[config.mk]
export PLATFORM = sky130hd
export DESIGN_NAME = apb_regs
export DESIGN_NICKNAME = d
export VERILOG_FILES = /design/src/design/apb_pkg.sv /design/src/design/apb_regs.sv
export SDC_FILE = /design/constraint.sdc
export NUM_CORES = 1
export LEC_CHECK = 0
export BUFFER_PORTS_ARGS = -buffer_cell sky130_fd_sc_hd__buf_2
export CORE_MARGIN = 4
export CORE_UTILIZATION = 58
export CTS_CLUSTER_SIZE = 12
export DETAILED_ROUTE_END_ITERATION = 7
export MAX_ROUTING_LAYER = met4
export PLACE_DENSITY = 0.91
export REMOVE_ABC_BUFFERS = 1
export SLEW_MARGIN = 20
export SYNTH_ARGS = -nofsm -noshare
export SYNTH_HDL_FRONTEND = slang
export SYNTH_SLANG_ARGS = --single-unit
[constraint.sdc]
create_clock -name clk_i -period 3.58 [get_ports clk_i]
set_input_delay 0.537 -clock clk_i [delete_from_list [all_inputs] [get_ports clk_i]]
set_output_delay 0.537 -clock clk_i [all_outputs]
set_load 0.03 [all_outputs]
[src/design/apb_pkg.sv]
package apb_pkg;

  // Default bus widths
  localparam int ADDR_W = 32;
  localparam int DATA_W = 32;

  // Address bit that splits the APB space between the two slaves
  localparam int SLAVE_SEL_BIT = 11;  // 0 selects the RAM, 1 the register block

  // Register indices within the register block, taken from address bits 3:2
  localparam logic [1:0] REG_SCRATCH0 = 2'd0;
  localparam logic [1:0] REG_SCRATCH1 = 2'd1;
  localparam logic [1:0] REG_ID       = 2'd2;  // Read only
  localparam logic [1:0] REG_WCOUNT   = 2'd3;  // Counts completed writes

  // Identification word returned by REG_ID
  localparam logic [31:0] REG_ID_VALUE = 32'hA9B0_0C01;

endpackage

[src/design/apb_regs.sv]
`timescale 1ns/1ps

module apb_regs #(
  parameter int ADDR_W = 32,
  parameter int DATA_W = 32
) (
  input  logic                clk_i,
  input  logic                rst_i,

  input  logic                apb_sel_i,
  input  logic                apb_enable_i,
  input  logic [ADDR_W-1:0]   apb_addr_i,
  input  logic                apb_write_i,
  input  logic [DATA_W/8-1:0] apb_wstrb_i,
  input  logic [DATA_W-1:0]   apb_wdata_i,
  output logic                apb_ready_o,
  output logic [DATA_W-1:0]   apb_rdata_o
);

  logic [DATA_W-1:0] scratch0, scratch1;
  logic [DATA_W-1:0] wcount;
  logic [1:0]        reg_idx;
  logic              wr_done;

  assign reg_idx     = apb_addr_i[3:2];
  assign apb_ready_o = apb_sel_i & apb_enable_i;  // No wait states
  assign wr_done     = apb_ready_o & apb_write_i;

  always_ff @(posedge clk_i) begin
    if (rst_i) begin
      scratch0 <= '0;
      scratch1 <= '0;
      wcount   <= '0;
    end else if (wr_done) begin
      wcount <= wcount + 1'b1;  // Any index counts, wraps naturally
      for (int b = 0; b < DATA_W/8; b++) begin
        if (apb_wstrb_i[b]) begin
          if (reg_idx == apb_pkg::REG_SCRATCH0) scratch0[8*b +: 8] <= apb_wdata_i[8*b +: 8];
          if (reg_idx == apb_pkg::REG_SCRATCH1) scratch1[8*b +: 8] <= apb_wdata_i[8*b +: 8];
        end
      end
    end
  end

  // Read mux
  always_comb begin
    case (reg_idx)
      apb_pkg::REG_SCRATCH0: apb_rdata_o = scratch0;
      apb_pkg::REG_SCRATCH1: apb_rdata_o = scratch1;
      apb_pkg::REG_ID:       apb_rdata_o = DATA_W'(apb_pkg::REG_ID_VALUE);
      default:               apb_rdata_o = wcount;
    endcase
  end

endmodule

### Word level (Yosys, flattened, before mapping)

Cells that the tools add are included.

| operators by class | value |
|---|---|
| add/subtract/negate cells | 1 |
| equal/unequal tests | 2 |
| multiplexer cells | 1 |
| bitwise logic cells | 2 |
| reduce and logical (&&, ||, !) cells | 9 |

Operator list:

| cell | count |
|---|---|
| one-hot mux 32 bit (3 select lines) | 1 |
| adder 32 x 1 -> 32 bit, second input constant | 1 |
| AND reduction 3 bit | 8 |
| AND 1 bit | 2 |
| == test 2 x 1 -> 1 bit, second input constant | 1 |
| == test 2 bit, second input constant | 1 |
| logical NOT 2 bit | 1 |

| word-level totals | value |
|---|---|
| flip-flop bits (word level) | 96 |
| output and inout port bits | 33 |
| word-level logic and storage cells | 24 |

### Logic depth before layout (Yosys ltp)

| logic depth | value |
|---|---|
| word-level depth | 3 |
| mapped depth | 7 |
| depth with buffers taken out | 5 |

### Worst setup path before layout

No wires, ideal clock.

| timing path | value |
|---|---|
| path kind | input -> output |
| from | in apb_addr_i[2] |
| to | out apb_rdata_o[12] |
| data arrival time | 2034 ps |
| setup slack | 1009 ps |
| stages | 5 |
| cells stage by stage | clkbuf_1 > buf_2 > buf_2 > mux2i_1 > o21ai_0 |

| between the ends | value |
|---|---|
| longest elaborated chain between the ends | 2 |
| elaborated cells between the ends (all ways) | 4 |
| classes of those cells | 2 x eq/ne; 1 x mux; 1 x reduce/logical |

RTL lines:

| what | RTL line | text |
|---|---|---|
| start, declared | apb_regs.sv:12 | `input logic [ADDR_W-1:0] apb_addr_i,` |
| == test 2 bit (tied with other cells) | apb_regs.sv:47 | `case (reg_idx)` |
| one-hot mux 32 bit (3 select lines) (*) | apb_regs.sv:47 |  |
| end, declared | apb_regs.sv:17 | `output logic [DATA_W-1:0] apb_rdata_o` |

Mark *: on every way between the ends. The rest lies on a longest branch, timed or not.

### Final worst setup path

| timing path | value |
|---|---|
| from | in apb_addr_i[2] |
| to | out apb_rdata_o[29] |

The elaborated chain is that of the path after synthesis.

==> flow_summary.ini <==
[run_status]
status = finished clean

[global_route]
antenna_found_initial = 0
grtUsageTotal_pct = 23.77
grt_max_degree = 54
grt_pass1_vias = 3952
grt_pass1_wl_um = 18370
grt-ovfl-total = 0

[finish]
seqCellArea_um2 = 1922
final_common_cell = dfxtp_1
nets = 635
diodes = 0
drive_gt1_share_pct = 20.71
syn_to_final_growth_pct = 12.41
multiInputGateArea_um2 = 2495
num-fill-cells = 611
mostFrequentLayoutCells = dfxtp_1 (96), mux2i_1 (86), nor2_1 (84)

[setup_path]
critical-path-top-delay-family = buffers and inverters
cp_max_fo = 24
reg2reg_to = wcount[22]$_SDFFE_PP0P_
rrSetupSlack_ns = 1.33
end_kind = primary output
reg2reg_from = wcount[0]$_SDFFE_PP0P_
reg2regPathDepth = 5
cp_common_cell = buf_2
path_cells = buf_2, buf_4, mux2_2, o22a_1, buf_2
cp-start-kind = primary input
crit_buf_inv = 3
crit_path_max_incr_delay_ns = 0.53
critPathRequiredTime_ns = 3.04
crit_arrival_ns = 2.28
slowest_stage = buf_2
critical_path_class = primary input to primary output

[route]
m1WireLength_um = 4602
drc_errors = 0
wl_per_cell_um = 16.17
drt.antenna.violating_nets = 0
vias = 3918
wl_um = 10780
drt_iter0_markers = 245
wl_met2_um = 5303
first_pass_iters = 5
wl_met3_um = 585
top_layer_used = met4
avgViaCountPerCell = 5.874

[power]
power.density_nw_per_um2 = 369.7
leakagePower_nw = 2.203
power_frac_clock_pct = 36.0
finalPower_mw = 1.910
ir_worst_vdd_v = 0.0002595
netSwitchingFraction_pct = 24.45
comb_power_share_pct = 7.7
p_int_mw = 1.443
share_seq_of_total_power_pct = 56.4
p_switching_mw = 0.4670

[logic_synthesis]
netlist_instances = 504
synth-main-ff-cell = dfxtp_1
ys_seq_elements = 96
async_flop_share_pct = 0
yosys_warnings = 0
ys_types = 38
seq_area_frac_synth_pct = 41.82
syn_area_um2 = 4596
synth_enable_flop_cells = 0
syn_area_per_cell_um2 = 9.118

[clock_tree]
root_buffer = clkbuf_8
hold_buffers = 0
cts_tree = done
postCtsSetupBuffers = 0
numCtsBuffers = 9
h-tree-depth = 3
clk_latency_ns = 0.37
clkTransAtPathRegs_ns = 0.09
cts_sinks = 96
clockBufferDepth = 2
post_cts_resized = 0

[timing]
final.min_clock_period_ns = 2.816
tightest_slew_ns = 0.9388
skew_ns = 0.008121
setup_viol = 0
rsz0062_at_grt = no
whs_ns = 0.4132
finalSetupTns_ns = 0
hold_viol_final = 0
slew_violations = 0
max_freq_ghz = 0.3551
slew_headroom_pct = 37.42
fin_crit_sh_pct = 78.66

[floorplanning]
dieHeight_um = 97.02
fp.dieArea_um2 = 9412
die_w_um = 97.02
io_pins = 106
coreArea_um2 = 7727
rows = 32
start_util_pct = 59.47

[placed_design]
routabilityCongestion = 0.8791
dpl.hpwl_um = 7547
port-buffer-count = 75

[job]
maxCapViolations = 0

[hold_path]
worst_hold_path.endpoint = scratch1[6]$_SDFFE_PP0P_
worstHoldStart = apb_wdata_i[6]
hold_class = primary input to flop
min_path_cells = 3
[sequential cells by signal (all words and copies together) (netlist names)]
name and flops:
scratch1 32, wcount 32, scratch0 32
[Yosys cell counts, types with 2 or more instances]
master	n	area, um2
a21oi_1	16	80.08
nand3_2	6	60.06
nand2_1	34	127.6
buf_2	14	70.07
nor4_1	8	50.05
a211oi_1	3	22.52
o22a_1	7	61.31
xnor2_1	4	35.03
xor2_1	6	52.55
mux2i_1	86	860.8
nor3_1	5	25.02
dfxtp_1	96	1922
inv_1	6	22.52
clkbuf_1	17	63.81
o31ai_1	6	45.04
nor2b_1	11	68.82
and4_1	7	61.31
and2_1	2	12.51
and3b_1	4	35.03
nand4_1	7	43.79
or3_1	3	18.77
nand3_1	9	45.04
o22ai_1	2	12.51
nand4bb_1	2	22.52
or4_1	5	37.54
o41ai_1	3	26.28
and3_1	4	25.02
nor2_1	84	315.3
o21ai_0	23	115.1
mux2_2	16	180.2
[kinds of logic after synthesis]
| group | synth area share [%] |
|---|---|
| adder cells (fa/ha/maj) | 0.2722 |
| flip-flops | 41.82 |
| AND/OR/NAND/NOR | 21.56 |
| XOR/XNOR | 1.906 |
| buffers and inverters | 3.893 |
| AO/OA/AOI/OAI | 7.895 |
| multiplexers | 22.65 |
[power groups by stage]
stage / combinational, mW / sequential (mW) / clock [mW]
floorplan: 0.0604 / 1.10 / 0
global placement: 0.142 / 1.10 / 0
detailed placement: 0.146 / 1.10 / 0
CTS: 0.147 / 1.08 / 0.694
global route: 0.159 / 1.08 / 0.740
finish: 0.147 / 1.08 / 0.687
[layer usage]
metal | GRT usage, % | vias to the layer above
met5 | - | -
met3 | 4.326 | 30
met2 | 38.48 | 136
li1 | - | 1890
met4 | 10.69 | 0
met1 | 28.89 | 1862
[worst max-delay path by stage]
stage | cells after the start | startpoint | end | slack, ns
floorplan | 2 | apb_addr_i[2] | apb_rdata_o[10] | 1.61
global placement | 5 | apb_addr_i[2] | apb_rdata_o[20] | 0.85
detailed placement | 5 | apb_addr_i[2] | apb_rdata_o[29] | 0.76
CTS | 5 | apb_addr_i[2] | apb_rdata_o[29] | 0.76
global route | 6 | apb_addr_i[2] | apb_rdata_o[4] | 0.66
finish | 5 | apb_addr_i[2] | apb_rdata_o[29] | 0.76
[stage by stage]
stage	setup slack [ns]	utilization (%)	instances	cell area [um2]
2_1_floorplan	1.605	-	470	4439
3_3_place_gp	0.8452	64.44	652	4980
3_5_place_dp	0.7595	64.44	652	4980
4_1_cts	0.7646	66.86	667	5166
5_1_grt	0.6629	66.86	667	5166
6_report	0.7641	66.86	667	5166
[tightest hold or removal path, delay by kind of cell]
family | cells | cell delay (ns)
buf+inv | 1 | 0.08
simple gates | 1 | 0.07
mux | 1 | 0.06
[layout make-up]
class,instances,area share [%]
clock buffers,10,2.470
clock inverters,5,1.138
inverters,6,0.4359
multi-input cells,368,48.29
flip-flops and latches,96,37.20
well taps,102,2.470
repair buffers,80,7.992
(Power assumes the default switching activity.)
