### config.mk
export PLATFORM = sky130hd
export DESIGN_NAME = iob2apb
export DESIGN_NICKNAME = d
export VERILOG_FILES = /design/src/design/iob2apb.sv
export SDC_FILE = /design/constraint.sdc
export NUM_CORES = 1
export LEC_CHECK = 0
export BUFFER_PORTS_ARGS = -buffer_cell sky130_fd_sc_hd__buf_2
export CAP_MARGIN = 10
export CORE_UTILIZATION = 43
export CTS_CLUSTER_DIAMETER = 100
export DETAILED_ROUTE_END_ITERATION = 10
export PLACE_DENSITY = 0.79
export SETUP_SLACK_MARGIN = 0.2
export SYNTH_ARGS = -nofsm -noshare
export SYNTH_HDL_FRONTEND = slang
export SYNTH_SLANG_ARGS = --single-unit
### constraint.sdc
create_clock -name clk_i -period 1.4 [get_ports clk_i]
set_clock_uncertainty 0.1 [all_clocks]
set_input_delay 0.21 -clock clk_i [delete_from_list [all_inputs] [get_ports clk_i]]
set_output_delay 0.21 -clock clk_i [all_outputs]
set_load 0.02 [all_outputs]
### src/design/iob2apb.sv
`timescale 1ns/1ps

module iob2apb #(
  parameter int ADDR_W = 32,
  parameter int DATA_W = 32
) (
  input  logic                clk_i,
  input  logic                rst_i,

  // IOb request port
  input  logic                iob_avalid_i,
  input  logic [ADDR_W-1:0]   iob_addr_i,
  input  logic [DATA_W-1:0]   iob_wdata_i,
  input  logic [DATA_W/8-1:0] iob_wstrb_i,
  output logic                iob_ready_o,
  output logic                iob_rvalid_o,
  output logic [DATA_W-1:0]   iob_rdata_o,

  // APB master port
  output logic                apb_sel_o,
  output logic                apb_enable_o,
  output logic [ADDR_W-1:0]   apb_addr_o,
  output logic                apb_write_o,
  output logic [DATA_W/8-1:0] apb_wstrb_o,
  output logic [DATA_W-1:0]   apb_wdata_o,
  input  logic                apb_ready_i,
  input  logic [DATA_W-1:0]   apb_rdata_i
);

  localparam logic ST_IDLE = 1'b0;
  localparam logic ST_XFER = 1'b1;  // Setup and access phases

  logic                state, state_nxt;
  logic                sel_nxt, enable_nxt, write_nxt;
  logic [ADDR_W-1:0]   addr_nxt;
  logic [DATA_W/8-1:0] wstrb_nxt;
  logic [DATA_W-1:0]   wdata_nxt;
  logic                ready_nxt, rvalid_nxt;
  logic [DATA_W-1:0]   rdata_nxt;

  always_comb begin
    state_nxt  = state;
    sel_nxt    = apb_sel_o;
    enable_nxt = apb_enable_o;
    addr_nxt   = apb_addr_o;
    write_nxt  = apb_write_o;
    wstrb_nxt  = apb_wstrb_o;
    wdata_nxt  = apb_wdata_o;
    ready_nxt  = iob_ready_o;
    rvalid_nxt = 1'b0;           // Single-cycle pulse
    rdata_nxt  = iob_rdata_o;    // Holds after the pulse

    case (state)
      ST_IDLE: begin
        if (iob_avalid_i) begin  // ready is high in idle, so this is acceptance
          addr_nxt  = iob_addr_i;
          write_nxt = |iob_wstrb_i;
          wstrb_nxt = iob_wstrb_i;
          wdata_nxt = iob_wdata_i;
          sel_nxt   = 1'b1;      // Setup phase
          ready_nxt = 1'b0;
          state_nxt = ST_XFER;
        end
      end
      default: begin
        enable_nxt = 1'b1;       // Access phase from the next cycle
        // Slave ready can only be high once enable is already set
        if (apb_ready_i) begin
          rdata_nxt  = apb_rdata_i;
          rvalid_nxt = 1'b1;
          ready_nxt  = 1'b1;
          sel_nxt    = 1'b0;
          enable_nxt = 1'b0;
          state_nxt  = ST_IDLE;
        end
      end
    endcase
  end

  always_ff @(posedge clk_i) begin
    if (rst_i) begin
      state        <= ST_IDLE;
      apb_sel_o    <= 1'b0;
      apb_enable_o <= 1'b0;
      apb_addr_o   <= '0;
      apb_write_o  <= 1'b0;
      apb_wstrb_o  <= '0;
      apb_wdata_o  <= '0;
      iob_ready_o  <= 1'b1;
      iob_rvalid_o <= 1'b0;
      iob_rdata_o  <= '0;
    end else begin
      state        <= state_nxt;
      apb_sel_o    <= sel_nxt;
      apb_enable_o <= enable_nxt;
      apb_addr_o   <= addr_nxt;
      apb_write_o  <= write_nxt;
      apb_wstrb_o  <= wstrb_nxt;
      apb_wdata_o  <= wdata_nxt;
      iob_ready_o  <= ready_nxt;
      iob_rvalid_o <= rvalid_nxt;
      iob_rdata_o  <= rdata_nxt;
    end
  end

endmodule

Yosys cells after proc, flatten, opt, wreduce, memory -nomap -nowiden:

Cells that the tools add are included.

* flip-flop bits (word level): 106
* input bits: 104
* output and inout bits: 105
* logic and storage cells: 28

* equal/unequal tests: 1
* mux-type cells: 10
* bitwise logic cells: 1
* reductions and logical operators: 6

Operators by type and width (count)
* two-way mux 1 bit: 10
* AND reduction 2 bit: 3
* OR reduction 4 bit: 1
* inequality test 2 bit (second input constant): 1
* nonzero test 2 bit: 1
* OR reduction 2 bit: 1
* NOT 1 bit: 1

Longest topological paths before layout:

Gate-level depths: netlist (run 1).

* depth after elaboration: 2
* mapped depth: 6
* depth with buffers taken out: 3

Worst setup path after synthesis (run 1):

OpenSTA, ideal clock, no wires.

* path kind: register to register
* start point: register state
* end point: register apb_addr_o[22]
* arrival time: 1.052 ns
* required time: 1.234 ns
* slack: 0.182 ns
* stages on the path, launching flop included: 7
* buffers on the path: 3
* path through: dfxtp_1 > nand2b_1 > buf_4 > buf_6 > buf_6 > nand2_2 > a21oi_2

* word-level cells in the longest chain between the ends: 2

Ends and longest elaborated chain
* start: declaration: RTL line 33 `logic state, state_nxt;`
* start signal: assignment: RTL line 93 `state <= state_nxt;`
* NOT 1 bit (no line)
* AND reduction 2 bit (no line)
* end signal: assignment: RTL line 96 `apb_addr_o <= addr_nxt;`
* end: declaration: RTL line 22 `output logic [ADDR_W-1:0] apb_addr_o,`

Every way passes these cells.
A chain may end at the register's enable or synchronous reset.

Final worst setup path (run 1):

* start point: register state
* end point: register apb_wdata_o[7]

* word-level cells in the longest chain between the ends: 2

Ends and longest elaborated chain
* NOT 1 bit (no line)
* AND reduction 2 bit (no line)
* end signal: assignment: RTL line 99 `apb_wdata_o <= wdata_nxt;`
* end: declaration: RTL line 25 `output logic [DATA_W-1:0] apb_wdata_o,`

Every way passes these cells.

==> results.md, run 1 <==
* Crit path to: apb_wdata_o[7]
* Distinct cells, synth at 17
* Fin util at 0.8256
* Core region area at 7848 sq um
* Wire per inst at 17.85 um
* Hold WC Path Type: primary input to register
* CTS root buffer: clkbuf_8
* R2R cell count at 4
* Footprint of the multi-input gates at 1349 sq um
* GR Overflow Total at 0
* GRT Util Overall at 0.2700
* Syn nets at 489
* Num CTS Buffers at 9
* Syn avg cell area at 9.226 sq um
* Post-synth EDFFs at 0
* I/O pins at 209
* Cell internal pwr at 4646 uW
* Worst vdd ir at 536.3 uV
* Worst-Margin Slew at 386.8 ps
* Combinational power share at 0.223
* Met2 WL at 7410 um
* Die area at 8629 sq um
* Switching share of power at 0.2895
* Worst EP required at 1580 ps
* Post-synth top area share at 0.5974
* Rows at 32
* Post-DR vias/cell at 5.256
* Initial Util at 0.4526
* Top FF cell, synth: dfxtp_1
* Final period utilization at 0.9227
* Max Slew Vio Count at 0
* H-tree depth at 3
* Worst Setup Start Kind: register
* Antenna viol nets, final at 0
* Post-synthesis sequential area ratio at 0.5974
* Crit-path max FO at 9
* Syn-to-layout area delta at 82.39%
* HPWL after DPL at 6583 um
* Power Total at 6539 uW
* Wire length on met3 at 1088 um
* Worst R2R Start: state
* Syn Inst Count at 385
* Initial antenna violation count at 1
* CTS tree: built
* Largest area contributor in the netlist: dfxtp_1
* Max-Cap Viols at 0
* Most used cells in the layout excluding fill and tap cells: 125 x nand2_1, 112 x buf_2, 101 x buf_4, 92 x dlygate4sd3_1, 60 x dfxtp_2
* Fin crit period at 1292 ps
* Insertion delay to the later sink of the worst-skew pair at 340 ps
* Setup crit start: state
* Fill cells at 439
* Reg2Reg Setup Slack at 110 ps
* WS Path Type: register to register
* Synthesized area at 3552 sq um
* Final nets at 798
* Final setup TNS at 0 ps
* Largest net degree at the start of global routing at 37
* Achievable Freq at 774.2 MHz
* Reg area at 2201 sq um
* FFs w/ async S/R, synth at 0
* Synth warnings at 0
* Share of layout cells above drive strength 1 at 0.5000
* Final wirelength at 14300 um
* DRC errors left at 0
* Final setup fails at 0
* Chip width at 92.89 um
* Crit path DAT at 1470 ps
* Vias in the first global route at 3952
* Crit end category: register
* CTS Sinks at 106
* DR iter-0 viols at 179
* Via count at 4210
* P_leak at 0.002968 uW
* Maximum clock path buffer count at 2
* Seq cells post-synth at 106
* Final Hold Fails at 0
* Commonest non-fill, non-tap cell in the layout: nand2_1
* Wire length on met1 at 5090 um
* Slew HR at 0.7421
* Net Sw Power at 1893 uW
* Port buffer count at 208
* Clock power frac at 0.270
* Sequential share of power at 0.507
* First-pass GRT wire length at 18290 um
* Worst-path clk slew at 110 ps
* Outcome: complete, no violations
* Cells taking the most area after synthesis: dfxtp_1 60%, nand2_1 14%, a21oi_1 8.3%
* Drt pass-1 iters at 4
* Pwr/cell area at 1009 nW/um^2
* RePlAce Congestion at 0.7617
* Top Layer Used: met4
* Die height at 92.89 um
* RR Endpoint: apb_wdata_o[7]
* RSZ-0062 raised after global routing: true
-- metal layers --
metal  vias to the layer above  GRT usage
li1                       1906          -
met1                      1982     0.2780
met2                       258     0.5074
met3                        64    0.06486
met4                         0     0.1282
met5                         -          0
-- critical path: stages (launching register included) --
cell and delay [ps]:
dfxtp_4 410, nand2b_4 230, clkbuf_16 190, nand2_1 70, a21oi_1 220
-- power by group through the flow --
stage               combinational [uW]  clock [uW]  sequential (uW)
finish                            1460        1770             3310
global route                      1540        1900             3330
CTS                               1180        1770             3270
detailed placement                 956           0             3340
global placement                   936           0             3330
floorplan                          341           0             3540
-- Yosys cell counts, types with 2 or more instances --
master and count:
dfxtp_1 106, a21oi_1 59, a21oi_2 10, buf_6 2, clkbuf_1 5, a22o_1 32
buf_4 3, buf_2 20, o21a_1 3, nand2_1 130, nand2_2 9
-- repair_timing --
action                                  4_1_cts  5_1_grt
gates cloned                                  0       10
buffers inserted                              1        6
pin swaps                                     0        2
hold endpoints to repair                     92        0
resized for setup                            27      159
hold buffers                                 92        0
endpoints found under the setup margin       90      167
-- cell families (layout without fill, tap and decap cells) --
group                  count (synthesis)  count (layout)  share of synthesized area
flip-flops                           106             106                     0.5974
buffers and inverters                 30             342                    0.04614
AO/OA/AOI/OAI                        105             105                     0.1951
other                                  0               1                          0
AND/OR/NAND/NOR                      144             145                     0.1613
-- state kept, by name, indices dropped and copies added (netlist names) --
name	cells
apb_write_o	1
iob_ready_o	1
apb_wstrb_o	4
apb_sel_o	1
apb_wdata_o	32
apb_enable_o	1
apb_addr_o	32
iob_rdata_o	32
iob_rvalid_o	1
state	1
-- how the worst min path moves through the flow --
stage | start | endpoint | slack, ps | depth (start not counted)
global route | iob_addr_i[22] | apb_addr_o[22] | 10 | 3
finish | iob_addr_i[22] | apb_addr_o[22] | 20 | 3
detailed placement | apb_rdata_i[8] | iob_rdata_o[8] | 320 | 2
CTS | iob_addr_i[14] | apb_addr_o[14] | 3 | 3
floorplan | iob_avalid_i | state | 220 | 1
global placement | apb_rdata_i[24] | iob_rdata_o[24] | 320 | 2
-- metrics by stage --
| stage | instance area, sq um | setup WS, ps | instances | hold WS [ps] |
|---|---|---|---|---|
| global route | 6479 | 45.61 | 801 | 10.12 |
| global placement | 4713 | 143.9 | 676 | 319.4 |
| finish | 6479 | 108.3 | 801 | 17.78 |
| floorplan | 3553 | 211.0 | 385 | 220.2 |
| CTS | 5884 | 199.5 | 784 | 2.593 |
| detailed placement | 4713 | 80.47 | 676 | 323.2 |
-- final cells by class --
class | count | area share
Timing Repair Buffer | 327 | 0.4048
Sequential cell | 106 | 0.3397
Multi-Input combinational cell | 250 | 0.2082
Clock buffer | 11 | 0.02182
Tap cell | 102 | 0.01970
Clock inverter | 4 | 0.005407
Antenna cell | 1 | 0.0003862
Power figures use the tool's default switching activity.
==> run 2, diff against run 1 <==
==> constraint.sdc (replaced) <==
create_clock -name clk_i -period 1.4 [get_ports clk_i]
set_clock_uncertainty 0.1 [all_clocks]
set_input_delay 0.07 -clock clk_i [delete_from_list [all_inputs] [get_ports clk_i]]
set_output_delay 0.07 -clock clk_i [all_outputs]
set_load 0.02 [all_outputs]
==> run 2 against run 1 <==
Sequential power is essentially flat. Cell count down 0.37%. Non-clock buffer count shrank 1. Register-to-register slack improved by 100 ps. Total power is 4.1% lower. Highest routed layer unchanged. Fmax increased by 8.8%. Sequential share of layout area grew 1.2 points. Sequential cell count unchanged. First-iteration DRC count down 38%.
==> results.md, run 2 (synthesis results as in run 1) <==
* Reg2Reg Setup Slack at 210 ps
* RePlAce Congestion at 0.7617
* Die area at 8629 sq um
* DR iter-0 viols at 111
* Die height at 92.89 um
* R2R cell count at 4
* Final setup fails at 0
* Share of layout cells above drive strength 1 at 0.3807
* Worst Setup Start Kind: register
* Outcome: complete, no violations
* Hold WC Path Type: primary input to register
* Achievable Freq at 842.2 MHz
* Largest net degree at the start of global routing at 37
* Final nets at 796
* Commonest non-fill, non-tap cell in the layout: buf_2
* Initial Util at 0.4526
* Worst vdd ir at 498.6 uV
* Num CTS Buffers at 9
* GRT Util Overall at 0.2699
* Worst-Margin Slew at 314.0 ps
* Drt pass-1 iters at 4
* Most used cells in the layout excluding fill and tap cells: 208 x buf_2, 130 x nand2_1, 105 x dfxtp_1, 101 x dlygate4sd3_1, 57 x a21oi_1
* Syn-to-layout area delta at 69.92%
* Crit end category: register
* Hold endpoint: iob_ready_o
* Slew HR at 0.7907
* Worst EP required at 1580 ps
* Diode count at 0
* Worst-path clk slew at 110 ps
* Regs by FF count: apb_addr_o x32, apb_wdata_o x32, iob_rdata_o x32
* Final setup TNS at 0 ps
* Final Hold Fails at 0
* Post-place setup slack at 80.47 ps
* Wire per inst at 15.15 um
* Final wirelength at 12090 um
* Fin crit period at 1187 ps
* Setup ws final at 212.7 ps
* CTS Sinks at 106
* Core region area at 7848 sq um
* RSZ-0062 raised after global routing: true
* Final period utilization at 0.8481
* Max-Cap Viols at 0
* Crit-path max FO at 35
* Worst R2R Start: state
* Footprint of the multi-input gates at 1291 sq um
* Hold path cells at 4
* RR Endpoint: apb_wdata_o[12]
* GR Overflow Total at 0
* Fill cells at 513
* WS Path Type: register to register
* Chip width at 92.89 um
* Crit path DAT at 1370 ps
* CTS tree: built
* DRC errors left at 0
* Initial antenna violation count at 0
* Insertion delay to the later sink of the worst-skew pair at 340 ps
* Port buffer count at 208
* Maximum clock path buffer count at 2
* HP Start: apb_ready_i
* Reg area at 2126 sq um
* Max Slew Vio Count at 0
* H-tree depth at 3
* CTS root buffer: clkbuf_8
* First-pass GRT wire length at 18310 um
* HPWL after DPL at 6583 um
* Fin util at 0.7691
* Pwr/cell area at 1039 nW/um^2
* Post-DR vias/cell at 4.941
* Rows at 32
* Antenna viol nets, final at 0
* P_leak at 0.002885 uW
* Vias in the first global route at 3915
* I/O pins at 209
* Via count at 3943
-- run 2: how the worst max path moves through the flow --
| stage | start | to | cells past startpoint |
|---|---|---|---|
| final | state | apb_wdata_o[12] | 4 |
| after detailed placement | state | apb_wdata_o[31] | 4 |
| after global placement | state | apb_wdata_o[4] | 4 |
| after global routing | state | apb_addr_o[12] | 4 |
| after CTS | state | apb_wdata_o[6] | 4 |
| after floorplan | state | apb_addr_o[22] | 6 |
-- run 2: cell type report --
type	instances	area share
clock buffers	11	0.02342
clock inverters	4	0.005804
multi-input cells	249	0.2139
flip-flops and latches	106	0.3522
well taps	102	0.02114
repair buffers	326	0.3835
-- run 2: metal layers --
metal / GRT usage / wire length [um] / up-vias
li1: - / - / 1891
met1: 0.2800 / 4498 / 1814
met2: 0.5043 / 6276 / 205
met3: 0.07061 / 950 / 33
met4: 0.1192 / 364 / 0
met5: 0 / 0 / -
-- run 2: where the power goes --
part	total, uW	switching [uW]	internal, uW
Combinational	1270	660	608
Sequential	3280	94.3	3180
Clock	1730	1010	711
Total	6270	1770	4500
-- run 2: per-stage QoR --
stage / total power, uW / cell area [sq um] / std cells / hold slack [ps]
2_1_floorplan: 3881 / 3553 / 385 / 80.18
3_3_place_gp: 4270 / 4713 / 676 / 179.4
3_5_place_dp: 4296 / 4713 / 676 / 183.2
4_1_cts: 6218 / 5917 / 793 / 29.08
5_1_grt: 6537 / 6036 / 798 / 55.92
6_report: 6270 / 6036 / 798 / 51.83
-- run 2: what timing repair did --
action,in CTS,in global routing
endpoints found under the hold margin,101,0
gates resized for setup,2,8
cloned,0,3
buffers inserted,1,2
setup endpoints to repair,69,72
hold buffers,101,0
pin swaps,0,1
-- run 2: worst max-delay path, stage by stage (launching register included) --
cell and delay [ps]:
dfxtp_4 400, nand2b_4 170, buf_12 190, nand2_1 80
a21oi_1 170
