===== config.mk =====
export PLATFORM = sky130hd
export DESIGN_NAME = apb_decoder
export DESIGN_NICKNAME = d
export VERILOG_FILES = /design/src/design/apb_pkg.sv /design/src/design/apb_decoder.sv
export SDC_FILE = /design/constraint.sdc
export NUM_CORES = 1
export LEC_CHECK = 0
export ABC_AREA = 1
export BUFFER_PORTS_ARGS = -buffer_cell sky130_fd_sc_hd__clkbuf_2
export CORE_UTILIZATION = 19
export DETAILED_ROUTE_END_ITERATION = 8
export PLACE_DENSITY = 0.82
export SYNTH_ARGS = -nofsm -noshare
export SYNTH_HDL_FRONTEND = slang
export SYNTH_SLANG_ARGS = --single-unit

===== constraint.sdc =====
create_clock -name vclk -period 0.8
set_input_delay 0.08 -clock vclk [all_inputs]
set_output_delay 0.08 -clock vclk [all_outputs]
set_load 0.1 [all_outputs]

===== src/design/apb_pkg.sv =====
package apb_pkg;

  // Default bus widths
  localparam int ADDR_W = 32;
  localparam int DATA_W = 32;

  // Address bit that splits the APB space between the two slaves
  localparam int SLAVE_SEL_BIT = 11;  // 0 selects the RAM, 1 the register block

  // Register indices within the register block, taken from address bits 3:2
  localparam logic [1:0] REG_SCRATCH0 = 2'd0;
  localparam logic [1:0] REG_SCRATCH1 = 2'd1;
  localparam logic [1:0] REG_ID       = 2'd2;  // Read only
  localparam logic [1:0] REG_WCOUNT   = 2'd3;  // Counts completed writes

  // Identification word returned by REG_ID
  localparam logic [31:0] REG_ID_VALUE = 32'hA9B0_0C01;

endpackage


===== src/design/apb_decoder.sv =====
`timescale 1ns/1ps

module apb_decoder #(
  parameter int ADDR_W = 32,
  parameter int DATA_W = 32
) (
  // From and to the bridge
  input  logic              apb_sel_i,
  input  logic [ADDR_W-1:0] apb_addr_i,
  output logic              apb_ready_o,
  output logic [DATA_W-1:0] apb_rdata_o,

  // RAM slave
  output logic              ram_sel_o,
  input  logic              ram_ready_i,
  input  logic [DATA_W-1:0] ram_rdata_i,

  // Register block slave
  output logic              regs_sel_o,
  input  logic              regs_ready_i,
  input  logic [DATA_W-1:0] regs_rdata_i
);

  logic hit_regs;

  // A single address bit picks the slave, the rest alias inside each one
  assign hit_regs = apb_addr_i[apb_pkg::SLAVE_SEL_BIT];

  assign ram_sel_o  = apb_sel_i & ~hit_regs;
  assign regs_sel_o = apb_sel_i & hit_regs;

  // Return path follows the same bit
  always_comb begin
    if (hit_regs) begin
      apb_ready_o = regs_ready_i;
      apb_rdata_o = regs_rdata_i;
    end else begin
      apb_ready_o = ram_ready_i;
      apb_rdata_o = ram_rdata_i;
    end
  end

endmodule


# Word-level counts from Yosys, hierarchy flattened

Cells that the tools add are included.
W data, S select, Z words.

Flip-flop bits (word level): 0
Bits of input ports: 99
Output and inout bits: 35
Word-level logic and storage cells: 5

Mux-type cells: 2
Bitwise gates (word level): 3

Operators by type and width:

| kind          | count |
|---|---|
| $mux W32      | 1 |
| $and A1 B1 Y1 | 2 |
| $mux W1       | 1 |
| $not A1 Y1    | 1 |

# Longest topological paths before layout

Gate-level depths: netlist (run 1).

Depth in word-level cells: 2
Depth in mapped cells: 5

# Worst setup path before layout (run 1)

Ideal clock, no wire load.

Kind: in2out
Start: in apb_addr_i[11]
End: out ram_sel_o
Data arrival time: 1.634 ns
Path slack: -0.914 ns
Stages on the path: 3
Buffers on the path: 2
Cell sequence: buf_6 buf_4 nor2_1

Word-level cells in the longest chain between the ends: 2

Ends and longest elaborated chain:

| what               | RTL line          | source |
|---|---|---|
| start: declaration | apb_decoder.sv:9  | `input logic [ADDR_W-1:0] apb_addr_i,` |
| $not A1 Y1         | apb_decoder.sv:29 | `assign ram_sel_o = apb_sel_i & ~hit_regs;` |
| $and A1 B1 Y1      | apb_decoder.sv:29 |  |
| end: declaration   | apb_decoder.sv:14 | `output logic ram_sel_o,` |

Every way passes these cells.

# Worst setup path in the final report (run 1)

Start: in apb_addr_i[11]
End: out apb_rdata_o[6]

Word-level cells in the longest chain between the ends: 1

Ends and longest elaborated chain:

| what             | RTL line          | source |
|---|---|---|
| $mux W32         | apb_decoder.sv:34 | `if (hit_regs) begin` |
| end: declaration | apb_decoder.sv:11 | `output logic [DATA_W-1:0] apb_rdata_o,` |

Every way passes these cells.

==> results.md, run 1 <==
- Count of buffers added by post-CTS timing repair for setup: 0
- Crit path max-delay family: buffers and inverters
- Final critical-path required period: approximately 0.81 ns
- Width of the die: between 50 and 60 µm
- Residual DRC: 0
- Largest net degree at the start of global routing: 18
- 1st-iter DRT viols: 5
- Final sequential cell count: 0
- Post-cts hold buffer count: 0
- Data required, critical path: 0.72 ns
- Vias per cell: around 4.3
- Kind of path behind the tightest hold check: primary input to output port
- Fraction of post-synthesis cell area in the top cell type by area: 0.678
- Synth cell types: 8
- Initial antenna violation count: 0
- Largest fanout of any net on the critical path: 13
- Via Count: slightly above 1000
- Final global-route overflow total: 0
- Maximum resistive drop on vdd: ~0.00086 V
- WL final: approximately 2600 µm
- Startpoint types: primary input
- Combined global-route utilization of all metal layers: 0.175
- Leading cell type by number of instances after synthesis: nand2_1
- Number of placed instances, taps included: ~240
- Gate count after technology mapping: approximately 110
- Full die area: approximately 2800 µm²
- Count of clock buffers in the final design: 0
- Setup Viol. Count Final: 2
- Highest cell delay on the worst timing path: between 0.15 and 0.2 ns
- Cell type with the highest aggregate area in the netlist: nand2_1
- Sequential cell area in the final layout: 0 µm²
- Maximum Capacitance Violations: 0
- Half-perimeter wire length after detailed placement: ~2200 µm
- Number of max-slew violations in the final report: 0
- Violations in the final reports: negative setup slack
- DRT antenna net count: 0
- Area of the core: 2480 µm²
- Final hold violations: 0
- CP bufs+invs: 3
- Fraction of the core area covered by cells at the end of the flow: 0.761
- Pwr Total: between 2 and 2.5 mW
- P&R area growth vs syn: 278%
- Row count: 18
- Transition time of the tightest slew-check pin: ~0.14 ns
- Post-Layout Cell Count: roughly 240
- Number of input and output port buffers inserted: 103
- Setup repair after global routing missed its margin: yes
- Layout Nets: 312
- Most instantiated cells after synthesis: nand2_1, nand2_2, buf_6, buf_4, inv_1
- Die Ht: between 50 and 60 µm
- N_diodes: 0
- Average wire length per cell after detail routing: ~11 µm
- Upper clock frequency limit: 1230 MHz
- Final cycle utilization of the critical path: 1.02
- Final setup slack of the worst path: -0.0127 ns
- Layout cell share with drive strength beyond 1: 0.791
- Wire length of the first global-routing pass: between 3000 and 4000 µm
- CP Cell Sequence: clkbuf_16 > buf_12 > nand2_1 > nand2_4 > buf_12
- Worst-path cell with the longest stage delay: clkbuf_16
- # IOs: 134
- Post-Syn Area per Cell: about 4.5 µm²
- Starting utilization of the core area: 0.201
- Max-Slew Margin vs Limit: 0.910
- Proportion of synthesized chip area in sequential cells: 0
- Pwr/cell area: roughly 1200 nW/µm²
- Start-to-end type of the worst setup path: primary input to output port
- Status: finished, violations left
- Vias in the first global route: slightly below 900
- Count of TritonRoute iterations in the first routing pass: 4
- Crit path arrival time: 0.73 ns
- Most numerous cell on the critical path: buf_12
- Leakage dissipation: ~1 nW
- Gpl congestion: just over 0.7
- Ranking of synthesized cells by area: nand2_1, nand2_2, buf_6
- Yosys warnings: 0
- Post-Syn Nets: 210
- Worst Setup End Kind: output port
- Netlist area before placement: ~500 µm²
[cell usage in the layout (no fill, tap or decap)]
cell type	netlist	final
clkbuf_2	0	67
nand2_1	90	43
buf_12	0	37
nand2_4	0	31
nand2_2	10	26
inv_8	1	2
inv_1	2	1
nor2_4	0	1
clkinvlp_4	0	1
buf_16	0	1
clkbuf_16	0	1
[metrics by stage]
stage / hold slack, ns / setup TNS (ns) / setup slack (ns) / instance area [µm²]
2_1_floorplan: 0.355 / -0.179 / -0.104 / 766
3_3_place_gp: 0.521 / -3.47 / -0.119 / 1790
3_5_place_dp: 0.524 / -4.12 / -0.154 / 1790
4_1_cts: 0.524 / -0.0303 / -0.0111 / 1850
5_1_grt: 0.538 / -0.507 / -0.0298 / 1880
6_report: 0.521 / -0.0147 / -0.0127 / 1880
[per-layer routing]
| layer | vias up | GRT usage | wire (µm) |
|---|---|---|---|
| met3 | 0 | 0.0230 | 213 |
| met4 | 0 | 0 | 0 |
| met2 | 53 | 0.365 | 1530 |
| li1 | 525 | - | - |
| met1 | 449 | 0.192 | 811 |
| met5 | - | 0 | 0 |
[cell families after synthesis]
family,after synthesis,synth area share
buffers and inverters,10,0.188
and+or+nand+nor,101,0.812
[path summary, 6_finish.rpt]
path / start / to / slack, ns / cells past startpoint
max: apb_addr_i[11] / apb_rdata_o[6] / -0.01 / 5
min: ram_rdata_i[1] / apb_rdata_o[1] / 0.52 / 4
[layout make-up]
cell class | instances | area, µm²
Fill cell | 179 | 593
Inverter | 3 | 22.5
Multi-Input combinational cell | 101 | 684
Tap cell | 30 | 37.5
Timing Repair Buffer | 106 | 1130
Timing Repair inverter | 1 | 11.3
[report_power, final]
group | switching (mW) | leakage (nW) | internal, mW
Combinational | 1.43 | 1.02 | 0.820
Sequential | 0 | 0 | 0
Clock | 0 | 0 | 0
[what timing repair did]
action | in CTS | in global routing
endpoints found under the setup margin | 35 | 33
cloned | 2 | 0
resized for setup | 6 | 13
(Power assumes the default switching activity.)
==> run 2, diff against run 1 <==
--- a/config.mk
+++ b/config.mk
@@ -7,6 +7,7 @@
 export LEC_CHECK = 0
 export ABC_AREA = 1
 export BUFFER_PORTS_ARGS = -buffer_cell sky130_fd_sc_hd__clkbuf_2
+export CORE_MARGIN = 2
 export CORE_UTILIZATION = 19
 export DETAILED_ROUTE_END_ITERATION = 8
 export PLACE_DENSITY = 0.82
==> constraint.sdc (replaced) <==
create_clock -name vclk -period 0.8
set_input_delay 0.12 -clock vclk [all_inputs]
set_output_delay 0.12 -clock vclk [all_outputs]
set_load 0.1 [all_outputs]
==> results.md, run 2 <==
- Gpl congestion: 0.644 (was 0.710)
- Die Ht: 55.2 µm (was 53.2 µm)
- Half-perimeter wire length after detailed placement: 4160 µm (was 2220 µm)
- Fraction of post-synthesis cell area in the top cell type by area: 0.678 (unchanged)
- # IOs: 134 (unchanged)
- Cell type with the highest aggregate area in the netlist: nand2_1 (unchanged)
- Post-Syn Area per Cell: 4.49 µm² (unchanged)
- Proportion of synthesized chip area in sequential cells: 0 (unchanged)
- Most instantiated cells after synthesis: nand2_1, nand2_2, buf_6, buf_4, inv_1 (unchanged)
- Error that ended the run: [ERROR DPL-0033] detailed placement checks failed during check placement.
- Row count: 18 (unchanged)
- Gate count after technology mapping: 111 (unchanged)
- Leading cell type by number of instances after synthesis: nand2_1 (unchanged)
- Starting utilization of the core area: 0.201 (unchanged)
- Width of the die: 55.2 µm (was 53.2 µm)
- Number of input and output port buffers inserted: 103 (unchanged)
- Post-Syn Nets: 210 (unchanged)
- Status: aborted with a tool error (was finished, violations left)
- Ranking of synthesized cells by area: nand2_1, nand2_2, buf_6 (unchanged)
- Halt point of the flow: detailed placement (3_5_place_dp)
- Netlist area before placement: 498 µm² (unchanged)
- Synth cell types: 8 (unchanged)
- Yosys warnings: 0 (unchanged)
## run 2: cell counts after synthesis
Identical to the previous run, type by type.
## run 2: logic make-up after synthesis
| logic type | synth area share |
|---|---|
| simple gates | 0.812 |
| buf+inv | 0.188 |
## run 2: per-stage QoR
stage                   instance area [µm²]  TNS [ns]
after global placement                 2450     -9.36
after floorplan                        1380     -2.19
==> run 3, diff against run 2 <==
--- a/config.mk
+++ b/config.mk
@@ -7,10 +7,10 @@
 export LEC_CHECK = 0
 export ABC_AREA = 1
 export BUFFER_PORTS_ARGS = -buffer_cell sky130_fd_sc_hd__clkbuf_2
-export CORE_MARGIN = 2
-export CORE_UTILIZATION = 19
+export CORE_AREA = 2 2 63 65
 export DETAILED_ROUTE_END_ITERATION = 8
-export PLACE_DENSITY = 0.82
+export DIE_AREA = 0 0 65 67
+export PLACE_DENSITY_LB_ADDON = 0.15
 export SYNTH_ARGS = -nofsm -noshare
 export SYNTH_HDL_FRONTEND = slang
 export SYNTH_SLANG_ARGS = --single-unit
==> constraint.sdc (replaced) <==
create_clock -name vclk -period 1
set_input_delay 0.15 -clock vclk [all_inputs]
set_output_delay 0.15 -clock vclk [all_outputs]
set_load 0.1 [all_outputs]
==> results.md, run 3 (synthesized netlist as in run 1, its figures left out) <==
- Pwr/cell area: 947 nW/µm²
- Net Switching: around 1.1 mW
- Number of placed instances, taps included: 260
- Vias per cell: about 4
- Number of fill cells in the layout: around 350
- Sequential power share: 0
- Transition time of the tightest slew-check pin: 0.125 ns
- Largest fanout of any net on the critical path: 9
- Internal power summed over all cells: ~0.65 mW
- Die Ht: 67 µm (was 55.2 µm)
- Startpoint types: primary input
- Full die area: ~4400 µm²
- Width of the die: 65 µm (was 55.2 µm)
- Crit path max-delay family: buffers and inverters
- Setup Viol. Count Final: 0
- Final hold violations: 0
- Largest net degree at the start of global routing: 19
- Crit path arrival time: between 0.8 and 0.9 ns
- Count of buffers added by post-CTS timing repair for setup: 0
- CP Cell Sequence: clkbuf_16 > clkbuf_16 > nand2_1 > nand2_4 > buf_12
- Layout cell share with drive strength beyond 1: 0.743
- Row count: 22 (was 18)
- Upper clock frequency limit: ~1000 MHz
- Met1 track demand over resource: 0.119
- Wire length of the first global-routing pass: around 4200 µm
- Fraction of the core area covered by cells at the end of the flow: 0.523
- Start-to-end type of the worst setup path: primary input to output port
- # IOs: 134 (unchanged)
- Layout Cell Area excl Fill: around 1900 µm²
- Setup repair after global routing missed its margin: no
- Starting utilization of the core area: 0.138 (was 0.201)
- Half-perimeter wire length after detailed placement: 2230 µm (was 4160 µm)
- GR met2 Demand/Resource: 0.255
- Count of TritonRoute iterations in the first routing pass: 2
- Max-Slew Margin vs Limit: 0.916
- Post-Layout Cell Count: approximately 260
- Hold_ws: ~0.66 ns
- Number of input and output port buffers inserted: 103 (unchanged)
- Sequential cell area in the final layout: 0 µm²
- Residual DRC: 0
- Final cycle utilization of the critical path: 0.956
- WL final: between 2000 and 3000 µm
- Number of max-slew violations in the final report: 0
- DRT antenna net count: 0
- Data required, critical path: around 0.85 ns
- Final global-route overflow total: 0
- GRT met3 Usage: 0.0270
- Final sequential cell count: 0
- Gpl congestion: 0.683 (was 0.644)
- 1st-iter DRT viols: 21
- Leading cell types in the layout, fill and taps excluded: clkbuf_2, nand2_1, buf_12, nand2_4, nand2_2
- Worst Setup End Kind: output port
- Maximum resistive drop on vdd: about 0.00032 V
- Combined global-route utilization of all metal layers: 0.118
- Sw Share: 0.636
- Layer with the highest usage: met2
- Layout Nets: approximately 320
- Instance area after placement: 1830 µm²
- Most numerous cell on the critical path: clkbuf_16
- Maximum Capacitance Violations: 0
- Leakage dissipation: slightly above 1 nW
- Vias in the first global route: between 900 and 1000
- Most common library cell in the layout ignoring fill and taps: clkbuf_2
- Status: completed (was aborted with a tool error)
- Area of the core: roughly 3600 µm²
- Average wire length per cell after detail routing: 10.1 µm
- CP bufs+invs: 3
- Highest cell delay on the worst timing path: 0.17 ns
- Final critical-path required period: around 0.96 ns
- Worst-path cell with the longest stage delay: clkbuf_16
- Fraction of power consumed by combinational cells: 1.000
- Clock power frac: 0
- Initial antenna violation count: 0
- Kind of path behind the tightest hold check: primary input to output port
- Pwr Total: roughly 1.8 mW
- Count of clock buffers in the final design: 0
- P&R area growth vs syn: 279%
- Via Count: between 1000 and 1500
- N_diodes: 0
## run 3: cell type report
| class | count | area [µm²] | share of cell area |
|---|---|---|---|
| timing repair buffer | 109 | 1140 | 0.602 |
| multi-input combinational | 101 | 657 | 0.348 |
| tap | 48 | 60.1 | 0.0318 |
| inverter | 3 | 22.5 | 0.0119 |
| timing repair inverter | 1 | 11.3 | 0.00597 |
## run 3: power groups by stage
stage                     logic, mW  registers [mW]  clock network, mW
after global routing           1.86               0                  0
after floorplan                1.12               0                  0
after global placement         1.76               0                  0
after CTS                      1.79               0                  0
final                          1.79               0                  0
after detailed placement       1.77               0                  0
## run 3: metrics by stage
stage / worst slack, ns / TNS [ns]
floorplan: -0.0441 / -0.0590
finish: 0.0439 / 0
global placement: -0.147 / -4.27
detailed placement: -0.136 / -3.85
CTS: 0.0317 / 0
global route: 0.00991 / 0
## run 3: path summary, 6_finish.rpt
kind / start / to / cells past startpoint
max: apb_addr_i[11] / apb_rdata_o[6] / 5
min: ram_rdata_i[2] / apb_rdata_o[2] / 4
## run 3: what timing repair did
action	in CTS	in global routing
setup endpoints to repair	35	4
hold buffers	0	0
hold endpoints to repair	0	0
gates resized for setup	5	2
gates cloned	1	1
## run 3: worst min-delay path: cells and delay by family
kind | cells | cell delay (ns)
simple gates | 2 | 0.12
buf+inv | 2 | 0.25
## run 3: layer usage
layer  up-vias  part of all wire
li1        530                 -
met2        46              0.55
met1       451              0.35
met4         0                 0
met5         -                 0
met3         0              0.10
==> run 4, diff against run 3 <==
--- a/config.mk
+++ b/config.mk
@@ -11,6 +11,8 @@
 export DETAILED_ROUTE_END_ITERATION = 8
 export DIE_AREA = 0 0 65 67
 export PLACE_DENSITY_LB_ADDON = 0.15
+export REMOVE_ABC_BUFFERS = 1
+export SLEW_MARGIN = 20
 export SYNTH_ARGS = -nofsm -noshare
 export SYNTH_HDL_FRONTEND = slang
 export SYNTH_SLANG_ARGS = --single-unit
==> results.md, run 4 (synthesized netlist as in run 1, its figures left out) <==
- Number of placed instances, taps included: 258 (was 260)
- Final critical-path required period: 0.950 ns (was 0.956 ns)
- P&R area growth vs syn: 226% (was 279%)
- Final sequential cell count: 0 (unchanged)
- Start-to-end type of the worst setup path: primary input to output port (unchanged)
- Row count: 22 (unchanged)
- Instance area after placement: 1560 µm² (was 1830 µm²)
- Wire length of the first global-routing pass: 3860 µm (was 4230 µm)
- Gpl congestion: 0.688 (was 0.683)
- Full die area: 4360 µm² (unchanged)
- Net Switching: 1.06 mW (was 1.14 mW)
- # IOs: 134 (unchanged)
- Largest fanout of any net on the critical path: 12 (was 9)
- Crit path arrival time: 0.80 ns (was 0.81 ns)
- Hold_ws: 0.646 ns (was 0.663 ns)
- Sequential power share: 0 (about the same)
- Via Count: 968 (was 1027)
- Internal power summed over all cells: 0.590 mW (was 0.650 mW)
- CP Cell Sequence: clkbuf_16 > buf_16 > nor2_2 > buf_12 (was clkbuf_16 > clkbuf_16 > nand2_1 > nand2_4 > buf_12)
- Transition time of the tightest slew-check pin: 0.130 ns (was 0.125 ns)
- DRT antenna net count: 0 (unchanged)
- Average wire length per cell after detail routing: 9.56 µm (was 10.1 µm)
- Width of the die: 65 µm (unchanged)
- N_diodes: 0 (unchanged)
- Kind of path behind the tightest hold check: primary input to output port (unchanged)
- Largest net degree at the start of global routing: 18 (was 19)
- Worst-path cell with the longest stage delay: buf_12 (was clkbuf_16)
- Area of the core: 3610 µm² (unchanged)
- Final global-route overflow total: 0 (unchanged)
- Maximum resistive drop on vdd: 0.000375 V (was 0.000323 V)
- Most common library cell in the layout ignoring fill and taps: nand2_1 (was clkbuf_2)
- Vias in the first global route: 900 (was 970)
- Worst Setup End Kind: output port (unchanged)
- Number of input and output port buffers inserted: 103 (unchanged)
- Count of buffers added by post-CTS timing repair for setup: 0 (unchanged)
- Setup repair after global routing missed its margin: no (unchanged)
- Sequential cell area in the final layout: 0 µm² (unchanged)
- Data required, critical path: 0.85 ns (about the same)
- Count of clock buffers in the final design: 0 (unchanged)
- Upper clock frequency limit: 1050 MHz (about the same)
- Half-perimeter wire length after detailed placement: 1900 µm (was 2230 µm)
- Initial antenna violation count: 0 (unchanged)
- Layout Cell Area excl Fill: 1630 µm² (was 1890 µm²)
- Maximum Capacitance Violations: 0 (unchanged)
- Residual DRC: 0 (unchanged)
- Fraction of power consumed by combinational cells: 1.000 (about the same)
- Final cycle utilization of the critical path: 0.950 (was 0.956)
- Clock power frac: 0 (about the same)
- Setup Viol. Count Final: 0 (unchanged)
- Vias per cell: 3.72 (was 3.92)
- Starting utilization of the core area: 0.138 (unchanged)
- Leading cell types in the layout, fill and taps excluded: nand2_1, clkbuf_2, buf_12, nand2_2 (was clkbuf_2, nand2_1, buf_12, nand2_4, nand2_2)
- Final hold violations: 0 (unchanged)
- Combined global-route utilization of all metal layers: 0.109 (was 0.118)
- Die Ht: 67 µm (unchanged)
- Number of max-slew violations in the final report: 0 (unchanged)
- 1st-iter DRT viols: 7 (was 21)
- Max-Slew Margin vs Limit: 0.913 (was 0.916)
- WL final: 2490 µm (was 2660 µm)
- Layout cell share with drive strength beyond 1: 0.566 (was 0.743)
- Startpoint types: primary input (unchanged)
- Leakage dissipation: 0.969 nW (was 1.03 nW)
- Status: completed (unchanged)
- Pwr/cell area: 1020 nW/µm² (was 947 nW/µm²)
- Post-Layout Cell Count: 260 (was 262)
- Layout Nets: 313 (was 315)
- Sw Share: 0.643 (was 0.636)
- Count of TritonRoute iterations in the first routing pass: 4 (was 2)
- Highest cell delay on the worst timing path: 0.19 ns (was 0.17 ns)
- Setup total negative slack: 0 ns (unchanged)
run 4: cell count changes in the layout (fill, tap and decap cells not counted), sizes merged:
cell and change:
clkinvlp -1, buf -1, clkbuf -1, clkinv +1
run 4: metrics by stage:
step | setup WS [ns] | power [mW] | utilization
2_1_floorplan | -0.578 | 0.931 | -
3_3_place_gp | -0.0961 | 1.63 | 0.432
3_5_place_dp | -0.108 | 1.63 | 0.432
4_1_cts | 0.0401 | 1.67 | 0.449
5_1_grt | 0.00420 | 1.72 | 0.451
6_report | 0.0504 | 1.65 | 0.451
run 4: worst max-delay path, delay by kind of cell:
| family | cells | cell delay [ns] |
|---|---|---|
| buf+inv | 3 | 0.50 |
| simple gates | 1 | 0.15 |
run 4: metal layers:
metal  vias to the layer above  part of all wire  routed length, µm  GRT usage
met2                        64              0.49               1230      0.211
li1                        527                 -                  -          -
met5                         -                 0                  0          0
met1                       377              0.39                972      0.129
met4                         0                 0                  0          0
met3                         0              0.12                286     0.0253
run 4: worst paths after layout:
| path | start | end | slack, ns | cells after the start |
|---|---|---|---|---|
| worst max-delay path | apb_addr_i[11] | ram_sel_o | 0.05 | 4 |
| worst min-delay path | apb_sel_i | ram_sel_o | 0.65 | 4 |
run 4: repair_timing:
item / in CTS / in global routing
hold buffers: 0 / 0
cloned: 2 / 0
endpoints found under the hold margin: 0 / 0
endpoints found under the setup margin: 35 / 2
gates resized for setup: 7 / 1
run 4: area by class of cell:
type / instances / area, µm²
Timing Repair Buffer: 107 / 1120
Fill cell: 365 / 1980
Timing Repair inverter: 1 / 16.3
Multi-Input combinational cell: 101 / 407
Tap cell: 48 / 60.1
Inverter: 3 / 18.8
run 4: power groups by stage:
stage | clock [mW] | combinational, mW | sequential [mW]
floorplan | 0 | 0.931 | 0
global placement | 0 | 1.63 | 0
detailed placement | 0 | 1.63 | 0
CTS | 0 | 1.67 | 0
global route | 0 | 1.72 | 0
finish | 0 | 1.65 | 0
